### src/verilog/u1_core_pkg.sv
package u1_core_pkg;

   // bus geometry
   localparam int WB_DW  = 16;
   localparam int WB_AW  = 11;
   localparam int SLOT_W = 4;    // adr[10:7]

   localparam logic [SLOT_W-1:0] SLOT_MISC     = 4'd0;
   localparam logic [SLOT_W-1:0] SLOT_SETTINGS = 4'd5;

   // slot 0 byte offsets
   localparam logic [6:0] REG_LEDS      = 7'd0;
   localparam logic [6:0] REG_CGEN_CTRL = 7'd4;
   localparam logic [6:0] REG_CGEN_ST   = 7'd6;
   localparam logic [6:0] REG_TEST      = 7'd8;

   localparam logic [WB_DW-1:0] MISC_DEFAULT_RD = 16'hBEEF;

   // settings bus
   localparam int SET_AW = 8;
   localparam int SET_DW = 32;

   localparam logic [SET_AW-1:0] SR_TIME_SECS  = 8'd28;
   localparam logic [SET_AW-1:0] SR_TIME_TICKS = 8'd29;
   localparam logic [SET_AW-1:0] SR_TIME_IMM   = 8'd30;

   localparam logic [31:0] TICKS_PER_SEC = 32'd64000000;

   // tone path
   localparam int PH_W          = 24;   // full turn is 2**PH_W
   localparam int CORDIC_STAGES = 20;
   localparam int DAC_W         = 14;

   localparam logic signed [PH_W-1:0] TONE_AMPL = 24'sd2500000;

   //////////////////////////////////////////////////
   // bundles
   //////////////////////////////////////////////////

   typedef struct packed {
      logic [WB_AW-1:0] adr;
      logic [WB_DW-1:0] dat;
      logic             we;
      logic             cyc;
      logic             stb;
   } wb_req_t;

   typedef struct packed {
      logic [WB_DW-1:0] dat;
      logic             ack;
   } wb_rsp_t;

   typedef struct packed {
      logic              stb;
      logic [SET_AW-1:0] addr;
      logic [SET_DW-1:0] data;
   } set_bus_t;

   typedef struct packed {
      logic signed [PH_W-1:0] x;
      logic signed [PH_W-1:0] y;
      logic signed [PH_W-1:0] z;
   } cordic_sample_t;

   typedef struct packed {
      logic [31:0] seconds;
      logic [31:0] ticks;
   } vita_time_t;

   // atan(2**-i) scaled so that 2**PH_W is one turn
   function automatic logic signed [PH_W-1:0] cordic_atan(input int i);
      logic signed [PH_W-1:0] a;
      case (i)
         0:       a = 24'sd2097152;   // 45 deg
         1:       a = 24'sd1238021;
         2:       a = 24'sd654136;
         3:       a = 24'sd332050;
         4:       a = 24'sd166669;
         5:       a = 24'sd83416;
         6:       a = 24'sd41718;
         7:       a = 24'sd20860;
         8:       a = 24'sd10430;
         9:       a = 24'sd5215;
         10:      a = 24'sd2608;
         11:      a = 24'sd1304;
         12:      a = 24'sd652;
         13:      a = 24'sd326;
         14:      a = 24'sd163;
         15:      a = 24'sd81;
         16:      a = 24'sd41;
         17:      a = 24'sd20;
         18:      a = 24'sd10;
         19:      a = 24'sd5;
         20:      a = 24'sd3;
         default: a = 24'sd1;
      endcase
      return a;
   endfunction

endpackage

### src/verilog/wb_decoder.sv
`timescale 1ns/1ps

module wb_decoder
(
   input  u1_core_pkg::wb_req_t wb_req_i,
   output u1_core_pkg::wb_rsp_t wb_rsp_o,

   output u1_core_pkg::wb_req_t misc_req_o,
   input  u1_core_pkg::wb_rsp_t misc_rsp_i,

   output u1_core_pkg::wb_req_t set_req_o,
   input  u1_core_pkg::wb_rsp_t set_rsp_i
);

   import u1_core_pkg::*;

   logic [SLOT_W-1:0] slot;
   logic              hit_misc;
   logic              hit_set;

   assign slot     = wb_req_i.adr[WB_AW-1 -: SLOT_W];
   assign hit_misc = (slot == SLOT_MISC);
   assign hit_set  = (slot == SLOT_SETTINGS);

   // same request to both slaves, only the addressed one sees stb
   always_comb
   begin
      misc_req_o     = wb_req_i;
      misc_req_o.stb = wb_req_i.stb & hit_misc;
      set_req_o      = wb_req_i;
      set_req_o.stb  = wb_req_i.stb & hit_set;
   end

   // read data and ack back from the addressed slave
   always_comb
   begin
      wb_rsp_o = '0;   // other slots never ack
      if (hit_misc)
      begin
         wb_rsp_o = misc_rsp_i;
      end
      else if (hit_set)
      begin
         wb_rsp_o = set_rsp_i;
      end
   end

endmodule

### src/verilog/misc_regs.sv
`timescale 1ns/1ps

module misc_regs
(
   input  logic                            wb_clk,
   input  logic                            wb_rst,
   input  u1_core_pkg::wb_req_t            req_i,
   output u1_core_pkg::wb_rsp_t            rsp_o,
   input  logic                            cgen_st_status_i,
   input  logic                            cgen_st_ld_i,
   input  logic                            cgen_st_refmon_i,
   output logic [2:0]                      debug_led_o,
   output logic                            cgen_sync_b_o,
   output logic                            cgen_ref_sel_o,
   output logic [u1_core_pkg::WB_DW-1:0]   tone_freq_o
);

   import u1_core_pkg::*;

   logic [WB_DW-1:0] reg_leds;
   logic [WB_DW-1:0] reg_cgen_ctrl;
   logic [WB_DW-1:0] reg_test;
   logic [6:0]       offs;
   logic             access;

   assign offs   = req_i.adr[6:0];
   assign access = req_i.cyc & req_i.stb;

   always_ff @(posedge wb_clk)
   begin
      if (wb_rst)
      begin
         reg_leds      <= '0;
         reg_cgen_ctrl <= 16'd3;   // sync_b and ref_sel high out of reset
         reg_test      <= '0;
      end
      else if (access && req_i.we)
      begin
         case (offs)
            REG_LEDS:      reg_leds      <= req_i.dat;
            REG_CGEN_CTRL: reg_cgen_ctrl <= req_i.dat;
            REG_TEST:      reg_test      <= req_i.dat;
            default:       ;
         endcase
      end
   end

   // board wiring swaps leds 0 and 1
   assign debug_led_o    = {reg_leds[2], reg_leds[0], reg_leds[1]};
   assign cgen_sync_b_o  = reg_cgen_ctrl[1];
   assign cgen_ref_sel_o = reg_cgen_ctrl[0];
   assign tone_freq_o    = reg_test;

   always_comb
   begin
      case (offs)
         REG_LEDS:      rsp_o.dat = reg_leds;
         REG_CGEN_CTRL: rsp_o.dat = reg_cgen_ctrl;
         REG_CGEN_ST:   rsp_o.dat = {13'd0, cgen_st_status_i, cgen_st_ld_i, cgen_st_refmon_i};
         REG_TEST:      rsp_o.dat = reg_test;
         default:       rsp_o.dat = MISC_DEFAULT_RD;
      endcase
      rsp_o.ack = access;   // single cycle, no wait states
   end

endmodule

### src/verilog/settings_bus_16le.sv
`timescale 1ns/1ps

module settings_bus_16le
(
   input  logic                  wb_clk,
   input  logic                  wb_rst,
   input  u1_core_pkg::wb_req_t  req_i,
   output u1_core_pkg::wb_rsp_t  rsp_o,
   output u1_core_pkg::set_bus_t set_o
);

   import u1_core_pkg::*;

   logic [WB_DW-1:0]  low_half;
   logic              set_stb;
   logic [SET_AW-1:0] set_addr;
   logic [SET_DW-1:0] set_data;
   logic              wr;

   assign wr = req_i.cyc & req_i.stb & req_i.we;

   // strobe is the only control state here
   always_ff @(posedge wb_clk)
   begin
      if (wb_rst)
         set_stb <= 1'b0;
      else
         set_stb <= wr & req_i.adr[1];
   end

   always_ff @(posedge wb_clk)
   begin
      if (wr && !req_i.adr[1])
      begin
         low_half <= req_i.dat;   // wait for the high half
      end
      if (wr && req_i.adr[1])
      begin
         set_addr <= {3'd0, req_i.adr[6:2]};   // 32 regs of 32 bits
         set_data <= {req_i.dat, low_half};
      end
   end

   assign set_o = '{stb: set_stb, addr: set_addr, data: set_data};
   assign rsp_o = '{dat: '0, ack: req_i.cyc & req_i.stb};

endmodule

### src/verilog/time_64bit.sv
`timescale 1ns/1ps

module time_64bit
#(
   parameter logic [31:0] ticks_per_sec = u1_core_pkg::TICKS_PER_SEC
)
(
   input  logic                    wb_clk,
   input  logic                    wb_rst,
   input  u1_core_pkg::set_bus_t   set_i,
   input  logic                    pps_i,
   output u1_core_pkg::vita_time_t vita_time_o
);

   import u1_core_pkg::*;

   vita_time_t  now;
   logic [31:0] pend_secs;
   logic [31:0] pend_ticks;
   logic        armed;
   logic [2:0]  pps_sr;   // two sync flops plus one for the edge
   logic        pps_edge;
   logic        imm_cmd;
   logic        load_now;
   logic        load_pps;

   assign imm_cmd  = set_i.stb && (set_i.addr == SR_TIME_IMM);
   assign load_now = imm_cmd && set_i.data[0];
   assign pps_edge = pps_sr[1] & ~pps_sr[2];
   assign load_pps = armed & pps_edge;

   // pending values from the settings bus
   always_ff @(posedge wb_clk)
   begin
      if (set_i.stb && set_i.addr == SR_TIME_SECS)
         pend_secs <= set_i.data;
      if (set_i.stb && set_i.addr == SR_TIME_TICKS)
         pend_ticks <= set_i.data;
   end

   always_ff @(posedge wb_clk)
   begin
      if (wb_rst)
      begin
         now    <= '0;
         armed  <= 1'b0;
         pps_sr <= '0;
      end
      else
      begin
         pps_sr <= {pps_sr[1:0], pps_i};
         if (imm_cmd)
            armed <= ~set_i.data[0];   // bit 0 clear means wait for pps
         else if (load_pps)
            armed <= 1'b0;

         if (load_now || load_pps)
         begin
            now.seconds <= pend_secs;
            now.ticks   <= pend_ticks;
         end
         else if (now.ticks == ticks_per_sec - 32'd1)
         begin
            now.ticks   <= '0;
            now.seconds <= now.seconds + 32'd1;
         end
         else
            now.ticks <= now.ticks + 32'd1;
      end
   end

   assign vita_time_o = now;

endmodule

### src/verilog/cordic_stage.sv
`timescale 1ns/1ps

module cordic_stage
#(
   parameter int shift = 0
)
(
   input  logic                        wb_clk,
   input  u1_core_pkg::cordic_sample_t sample_i,
   output u1_core_pkg::cordic_sample_t sample_o
);

   import u1_core_pkg::*;

   localparam logic signed [PH_W-1:0] ATAN = cordic_atan(shift);

   logic signed [PH_W-1:0] x_sh;
   logic signed [PH_W-1:0] y_sh;

   assign x_sh = sample_i.x >>> shift;
   assign y_sh = sample_i.y >>> shift;

   // drive z toward zero, one micro-rotation per clock
   always_ff @(posedge wb_clk)
   begin
      if (sample_i.z[PH_W-1])   // negative angle left, turn clockwise
      begin
         sample_o.x <= sample_i.x + y_sh;
         sample_o.y <= sample_i.y - x_sh;
         sample_o.z <= sample_i.z + ATAN;
      end
      else
      begin
         sample_o.x <= sample_i.x - y_sh;
         sample_o.y <= sample_i.y + x_sh;
         sample_o.z <= sample_i.z - ATAN;
      end
   end

endmodule

### src/verilog/tone_gen.sv
`timescale 1ns/1ps

module tone_gen
(
   input  logic                          wb_clk,
   input  logic                          wb_rst,
   input  logic [u1_core_pkg::WB_DW-1:0] tone_freq_i,
   output logic [u1_core_pkg::DAC_W-1:0] tx_i_o,
   output logic [u1_core_pkg::DAC_W-1:0] tx_q_o
);

   import u1_core_pkg::*;

   logic [PH_W-1:0] phase;
   cordic_sample_t  chain [0:CORDIC_STAGES];

   //////////////////////////////////////////////////
   // phase accumulator
   //////////////////////////////////////////////////
   always_ff @(posedge wb_clk)
   begin
      if (wb_rst)
         phase <= '0;
      else
         phase <= phase + {tone_freq_i, {(PH_W-WB_DW){1'b0}}};
   end

   // quarter turn toward the right half-plane, z lands in +-90 deg
   always_ff @(posedge wb_clk)
   begin
      case (phase[PH_W-1 -: 2])
         2'b01:   chain[0] <= '{x: '0, y: TONE_AMPL, z: '0};
         2'b10:   chain[0] <= '{x: '0, y: -TONE_AMPL, z: '0};
         default: chain[0] <= '{x: TONE_AMPL, y: '0, z: '0};
      endcase
      chain[0].z <= {phase[PH_W-1], phase[PH_W-1], phase[PH_W-3:0]};   // minus the quarter turn
   end

   //////////////////////////////////////////////////
   // rotation chain
   //////////////////////////////////////////////////
   for (genvar i = 0; i < CORDIC_STAGES; i++)
   begin : g_stage
      cordic_stage #(.shift(i)) i_cordic_stage
      (
         .wb_clk   (wb_clk),
         .sample_i (chain[i]),
         .sample_o (chain[i+1])
      );
   end

   assign tx_i_o = chain[CORDIC_STAGES].x[PH_W-1 -: DAC_W];
   assign tx_q_o = chain[CORDIC_STAGES].y[PH_W-1 -: DAC_W];

endmodule

### src/verilog/u1_core.sv
`timescale 1ns/1ps

module u1_core
(
   input  logic                          wb_clk,
   input  logic                          wb_rst,
   input  u1_core_pkg::wb_req_t          wb_req_i,
   output u1_core_pkg::wb_rsp_t          wb_rsp_o,
   input  logic                          cgen_st_status_i,
   input  logic                          cgen_st_ld_i,
   input  logic                          cgen_st_refmon_i,
   input  logic                          pps_i,
   output logic [2:0]                    debug_led_o,
   output logic                          cgen_sync_b_o,
   output logic                          cgen_ref_sel_o,
   output logic [u1_core_pkg::DAC_W-1:0] tx_i_o,
   output logic [u1_core_pkg::DAC_W-1:0] tx_q_o,
   output u1_core_pkg::vita_time_t       vita_time_o
);

   import u1_core_pkg::*;

   wb_req_t          misc_req, set_req;
   wb_rsp_t          misc_rsp, set_rsp;
   set_bus_t         set_bus;
   logic [WB_DW-1:0] tone_freq;

   //////////////////////////////////////////////////
   // register side
   //////////////////////////////////////////////////
   wb_decoder i_wb_decoder
   (
      .wb_req_i   (wb_req_i),  .wb_rsp_o  (wb_rsp_o),
      .misc_req_o (misc_req),  .misc_rsp_i(misc_rsp),
      .set_req_o  (set_req),   .set_rsp_i (set_rsp)
   );

   misc_regs i_misc_regs   // slot 0
   (
      .wb_clk(wb_clk), .wb_rst(wb_rst), .req_i(misc_req), .rsp_o(misc_rsp),
      .cgen_st_status_i(cgen_st_status_i), .cgen_st_ld_i(cgen_st_ld_i),
      .cgen_st_refmon_i(cgen_st_refmon_i), .debug_led_o(debug_led_o),
      .cgen_sync_b_o(cgen_sync_b_o), .cgen_ref_sel_o(cgen_ref_sel_o),
      .tone_freq_o(tone_freq)
   );

   settings_bus_16le i_settings_bus   // slot 5
   (
      .wb_clk(wb_clk), .wb_rst(wb_rst), .req_i(set_req), .rsp_o(set_rsp), .set_o(set_bus)
   );

   time_64bit #(.ticks_per_sec(TICKS_PER_SEC)) i_time_64bit
   (
      .wb_clk(wb_clk), .wb_rst(wb_rst), .set_i(set_bus), .pps_i(pps_i),
      .vita_time_o(vita_time_o)
   );

   // test tone toward the dac
   tone_gen i_tone_gen
   (
      .wb_clk(wb_clk), .wb_rst(wb_rst), .tone_freq_i(tone_freq),
      .tx_i_o(tx_i_o), .tx_q_o(tx_q_o)
   );

endmodule

### config.mk
export PLATFORM = sky130hd
export DESIGN_NAME = u1_core
export DESIGN_NICKNAME = d
export VERILOG_FILES = /design/src/verilog/u1_core_pkg.sv /design/src/verilog/wb_decoder.sv /design/src/verilog/misc_regs.sv /design/src/verilog/settings_bus_16le.sv /design/src/verilog/time_64bit.sv /design/src/verilog/cordic_stage.sv /design/src/verilog/tone_gen.sv /design/src/verilog/u1_core.sv
export SDC_FILE = /design/constraint.sdc
export NUM_CORES = 2
export LEC_CHECK = 0
export BUFFER_PORTS_ARGS = -buffer_cell sky130_fd_sc_hd__buf_2
export CAP_MARGIN = 15
export CELL_PAD_IN_SITES_DETAIL_PLACEMENT = 1
export CELL_PAD_IN_SITES_GLOBAL_PLACEMENT = 2
export CORE_MARGIN = 4
export CORE_UTILIZATION = 37
export DETAILED_ROUTE_END_ITERATION = 6
export GPL_ROUTABILITY_DRIVEN = 0
export PLACE_DENSITY = 0.84
export SYNTH_ARGS = -nofsm -noshare
export SYNTH_HDL_FRONTEND = slang
export SYNTH_SLANG_ARGS = --single-unit
### constraint.sdc
create_clock -name wb_clk -period 4 [get_ports wb_clk]
set_input_delay 1.2 -clock wb_clk [delete_from_list [all_inputs] [get_ports wb_clk]]
set_output_delay 1.2 -clock wb_clk [all_outputs]
set_load 0.02 [all_outputs]
Word level (Yosys, flattened, before mapping)
Index checks and enable logic that the tools add are counted.

word-level totals
  bits in registers = 1743
  input bits = 36

operators by class
  bitwise logic cells = 10
  muxes and demuxes = 29
  $add $sub $neg = 122
  reductions and logical operators = 16
  equal/unequal tests = 10

operators with widths
  cell                     count
  $mux W72                 20
  $pmux W70 S2             1
  $add A24 B23 Y24         3
  $sub A24 B23 Y24         3
  $add A32 B1 Y32 const B  2
  $mux W32                 2
  $mux W64                 1
  $pmux W16 S4             1
  $add A24 B10 Y24         2
  $add A24 B11 Y24         2
  $add A24 B12 Y24         2
  $add A24 B13 Y24         2
  $add A24 B14 Y24         2
  $add A24 B15 Y24         2
  $add A24 B16 Y24         2
  $add A24 B17 Y24         2
  $add A24 B18 Y24         2
  $add A24 B19 Y24         2
  $add A24 B20 Y24         2
  $add A24 B21 Y24         2
  $add A24 B22 Y24         2
  $add A24 B5 Y24          2
  $add A24 B6 Y24          2
  $add A24 B7 Y24          2
  other kinds (80)         122

Logic depth before layout (Yosys ltp)
  word-level depth = 5
  gate-level depth with buffers = 18

Modules after synthesis
A second synthesis with hierarchy kept.

unflattened totals
  cell total of the unflattened synthesis = 14413
  area total of the unflattened synthesis = 124772.2 µm²

modules (own cells, without submodules)
  module                                                times used  cells an instance  seq. area each (µm²)  area an instance (µm²)
  cordic_stage (i_tone_gen.g_stage[9].i_cordic_stage)   1           716                1441.4                6000.8
  cordic_stage (i_tone_gen.g_stage[5].i_cordic_stage)   1           707                1441.4                5879.4
  cordic_stage (i_tone_gen.g_stage[6].i_cordic_stage)   1           711                1441.4                5868.1
  cordic_stage (i_tone_gen.g_stage[4].i_cordic_stage)   1           670                1441.4                5759.3
  cordic_stage (i_tone_gen.g_stage[13].i_cordic_stage)  1           698                1441.4                5758.0
  cordic_stage (i_tone_gen.g_stage[2].i_cordic_stage)   1           676                1441.4                5755.5
  cordic_stage (i_tone_gen.g_stage[1].i_cordic_stage)   1           675                1441.4                5728.0
  cordic_stage (i_tone_gen.g_stage[3].i_cordic_stage)   1           660                1441.4                5685.5
  time_64bit                                            1           521                3283.1                5675.4
  cordic_stage (i_tone_gen.g_stage[14].i_cordic_stage)  1           661                1441.4                5639.2
  cordic_stage (i_tone_gen.g_stage[8].i_cordic_stage)   1           666                1441.4                5636.7
  cordic_stage (i_tone_gen.g_stage[0].i_cordic_stage)   1           679                1421.4                5559.1
  cordic_stage (i_tone_gen.g_stage[7].i_cordic_stage)   1           661                1441.4                5559.1
  cordic_stage (i_tone_gen.g_stage[19].i_cordic_stage)  1           645                1441.4                5544.1
  +11 rows                                              -           -                  -                     -

Worst setup path before layout
Ideal clock, no wire load.

  path kind = input to output
  start = input port wb_req_i[19] (netlist bit)
  end = output port wb_rsp_o[14] (netlist bit)
  arrival = 3.170 ns
  setup slack = -0.370 ns
  required time = 2.800 ns
  stages on the path = 8
  cell sequence = nor4_1 nand2b_1 nor2_1 and2_1 clkbuf_1 clkbuf_1 nand2_1 a41oi_1

RTL lines
  item             RTL line      text
  start, declared  u1_core.sv:7  input u1_core_pkg::wb_req_t wb_req_i,
  end, declared    u1_core.sv:8  output u1_core_pkg::wb_rsp_t wb_rsp_o,

==> run summary <==
status -> complete, no violations
drt first pass iters -> 6
Port Buffers -> 149
Routed WL per cell -> 19.28 um
cell taking the most area after synthesis -> dfxtp_1
clk buf depth -> 4
Starting Density -> 37.15%
grt ovf -> 0
final wirelength -> 319,500 um
row count -> 197
Die Span X -> 545.9 um
CTS tree -> built
Die ar. -> 298,000 um2
worst hold slack -> 0.3271 ns
1st-iter DRT viols -> 4,031
max cap viols -> 0
die height -> 545.9 um
Critical R2R Capture -> i_tone_gen.g_stage[12].i_cordic_stage.sample_o[46]
largest net degree at the start of global routing -> 83
first-pass GRT wire length -> 514,000 um
Max Slew Vio Count -> 0
Worst Max-Slew Pin Slew -> 1.025 ns
area of the multi-input gates -> 71,770 um2
clk root buf -> clkbuf_16
Clock Sinks -> 1,582
RSZ-0062 raised after global routing -> yes
Fill cells -> 33,500
CP Class -> in -> out
Mean Syn Cell Area -> 8.748 um2
Routed Antenna Nets -> 0
Crit path required time -> 2.80 ns
Tot GR Track Use -> 20.58%
Async SR Flop Fraction -> 0%
R2R setup slack -> 0.15 ns
Critical Path Fanout Max -> 7
initial antenna violation count -> 7
crit end category -> output pin
syn_nets -> 13,750
Layout area overhead -> 13.36%
number of synthesized flops with an enable pin -> 117
layout cell share with drive strength beyond 1 -> 8.282%
skew final -> 0.1043 ns
vias -> 90,680
non-filler cells, final -> 16,570
Synth area leaders -> dfxtp_1 (27%), ha_1 (17%), xnor2_1 (8.3%), a21oi_1 (5.7%), xor2_1 (4.2%)
top cells by count, synth -> dfxtp_1 (1,465), ha_1 (1,426), a21oi_1 (1,209)
final net count -> 14,160
Setup-failing EPs final -> 0
Final Hold Vio Count -> 0
CP startpoint kind -> input pin
highest clock rate -> 0.2529 GHz
crit path DAT -> 2.75 ns
TritonCTS buffer count -> 191
# DRC -> 0
latest clock arrival within the worst-skew pair -> 0.92 ns
reg2reg path depth -> 14
vias in the first global route -> 96,390
clock period minus worst slack -> 3.955 ns
synthesis-stage register bit count -> 1,582
Syn. warnings -> 0
hpwl dp -> 256,300 um
hold endpoint -> i_tone_gen.g_stage[0].i_cordic_stage.sample_o[15]
Post-Synthesis Cells -> 12,240
Worst Hold Class -> reg -> reg
CTS H-tree depth -> 4
WHS Path Cells -> 0
Main synth FF type -> dfxtp_1
hold path startpoint -> i_tone_gen.chain[1455]
sequential share of the synthesized area -> 30.68%
placed cell count -> 16,230
register area -> 32,870 um2
top-area cell type share of the netlist area -> 27.40%
Clk pin slew, worst setup/hold paths -> 0.06 ns
synthesized area -> 107,100 um2
Final Cycle Share -> 98.87%
most frequent cell after synthesis -> dfxtp_1
Netlist cell types -> 89
RR Startpoint -> i_tone_gen.g_stage[11].i_cordic_stage.sample_o[61]
Worst slew margin -> 31.65%
Core Region -> 288,100 um2
Vias/cell -> 5.473
I/O pins -> 150
[per-layer routing]
metal | GRT usage, % | share of wire [%] | vias to the layer above
li1 | - | - | 44720
met2 | 38.80 | 51 | 1089
met4 | 6.267 | 3.3 | 2
met3 | 1.975 | 2.5 | 508
met1 | 24.39 | 43 | 44360
met5 | 0 | 0.0038 | -
[how the worst max path moves through the flow]
stage	slack, ns	depth (start not counted)	start	to
3_3_place_gp	-0.22	16	i_tone_gen.g_stage[3].i_cordic_stage.sample_o[29]	i_tone_gen.g_stage[4].i_cordic_stage.sample_o[71]
2_1_floorplan	-0.08	6	wb_req_i[19]	wb_rsp_o[1]
6_report	0.05	9	wb_req_i[19]	wb_rsp_o[13]
4_1_cts	0.003	15	i_tone_gen.g_stage[18].i_cordic_stage.sample_o[71]	i_tone_gen.g_stage[19].i_cordic_stage.sample_o[47]
3_5_place_dp	-0.25	16	i_tone_gen.g_stage[3].i_cordic_stage.sample_o[29]	i_tone_gen.g_stage[4].i_cordic_stage.sample_o[71]
5_1_grt	-0.05	16	i_tone_gen.g_stage[7].i_cordic_stage.sample_o[32]	i_tone_gen.g_stage[8].i_cordic_stage.sample_o[70]
[cell families (layout without fill, tap and decap cells)]
family	Yosys count	in the layout	share of synthesized area, %
other cells	0	1	0
buf+inv	824	1373	3.002
mux	124	124	1.221
flops	1582	1582	30.68
xor+xnor	1532	1532	12.53
fa+ha+maj	1478	1478	17.64
compound gates	3492	3492	20.69
simple gates	3206	3206	14.23
[repair_timing]
action                     4_1_cts  5_1_grt
setup endpoints to repair       24      131
gates resized for setup         27      151
hold buffers                     0        0
gates cloned                     1        0
buffers inserted                 2        6
pin swaps                        0       23
[flip-flops by register name (all words and copies together) (netlist names)]
name and cells:
i_misc_regs.reg_cgen_ctrl 16, i_misc_regs.reg_leds 16, i_misc_regs.tone_freq_o 16, i_settings_bus.low_half 16, i_settings_bus.set_addr 5, i_settings_bus.set_data 32
i_settings_bus.set_stb 1, i_time_64bit.armed 1, i_time_64bit.pend_secs 32, i_time_64bit.pend_ticks 32, i_time_64bit.pps_sr 3, i_time_64bit.vita_time_o 64
i_tone_gen.chain 19, i_tone_gen.g_stage.i_cordic_stage.sample_o 1313, i_tone_gen.phase 16
[per-stage QoR]
stage	setup slack, ns	TNS, ns	util (%)	area (um2)
2_1_floorplan	-0.08331	-0.2499	-	107100
3_3_place_gp	-0.2168	-0.4694	39.58	114100
3_5_place_dp	-0.2503	-0.7992	39.58	114100
4_1_cts	0.003062	0	41.88	120700
5_1_grt	-0.05495	-0.2728	42.12	121400
6_report	0.04515	0	42.12	121400
[layout by cell type, fill, tap and decap left out, types with 117 or more instances in the layout]
master / n
a31oi_1: 155
xor2_1: 519
nand3_1: 222
a211oi_1: 131
buf_4: 326
o21ai_0: 560
inv_1: 561
a21oi_1: 1190
buf_2: 136
o21a_1: 184
clkbuf_16: 195
ha_1: 1425
edfxtp_1: 117
o21bai_1: 133
nand2_1: 729
nor2_1: 1037
dfxtp_1: 1448
nor2b_1: 157
and3_1: 134
xnor2_1: 1012
nand2b_1: 143
nor3_1: 304
a21o_1: 467
[critical path: stages]
cell,delay [ns]
buf_6,0.09
nor4_4,0.27
nand2b_1,0.14
buf_4,0.17
nor3_4,0.23
buf_6,0.18
nand2_2,0.07
a41oi_2,0.21
buf_4,0.18
[final cells by class]
type	instances	area share, %
clock buffers	235	4.301
inverters	563	1.741
flip-flops and latches	1582	27.08
diodes	1	0.002062
clock inverters	97	1.057
repair buffers	478	2.784
well taps	3781	3.898
multi-input cells	9832	59.14
Power is not shown: default switching activity piles up to over one toggle a cycle in this logic, so the estimate is an artifact.
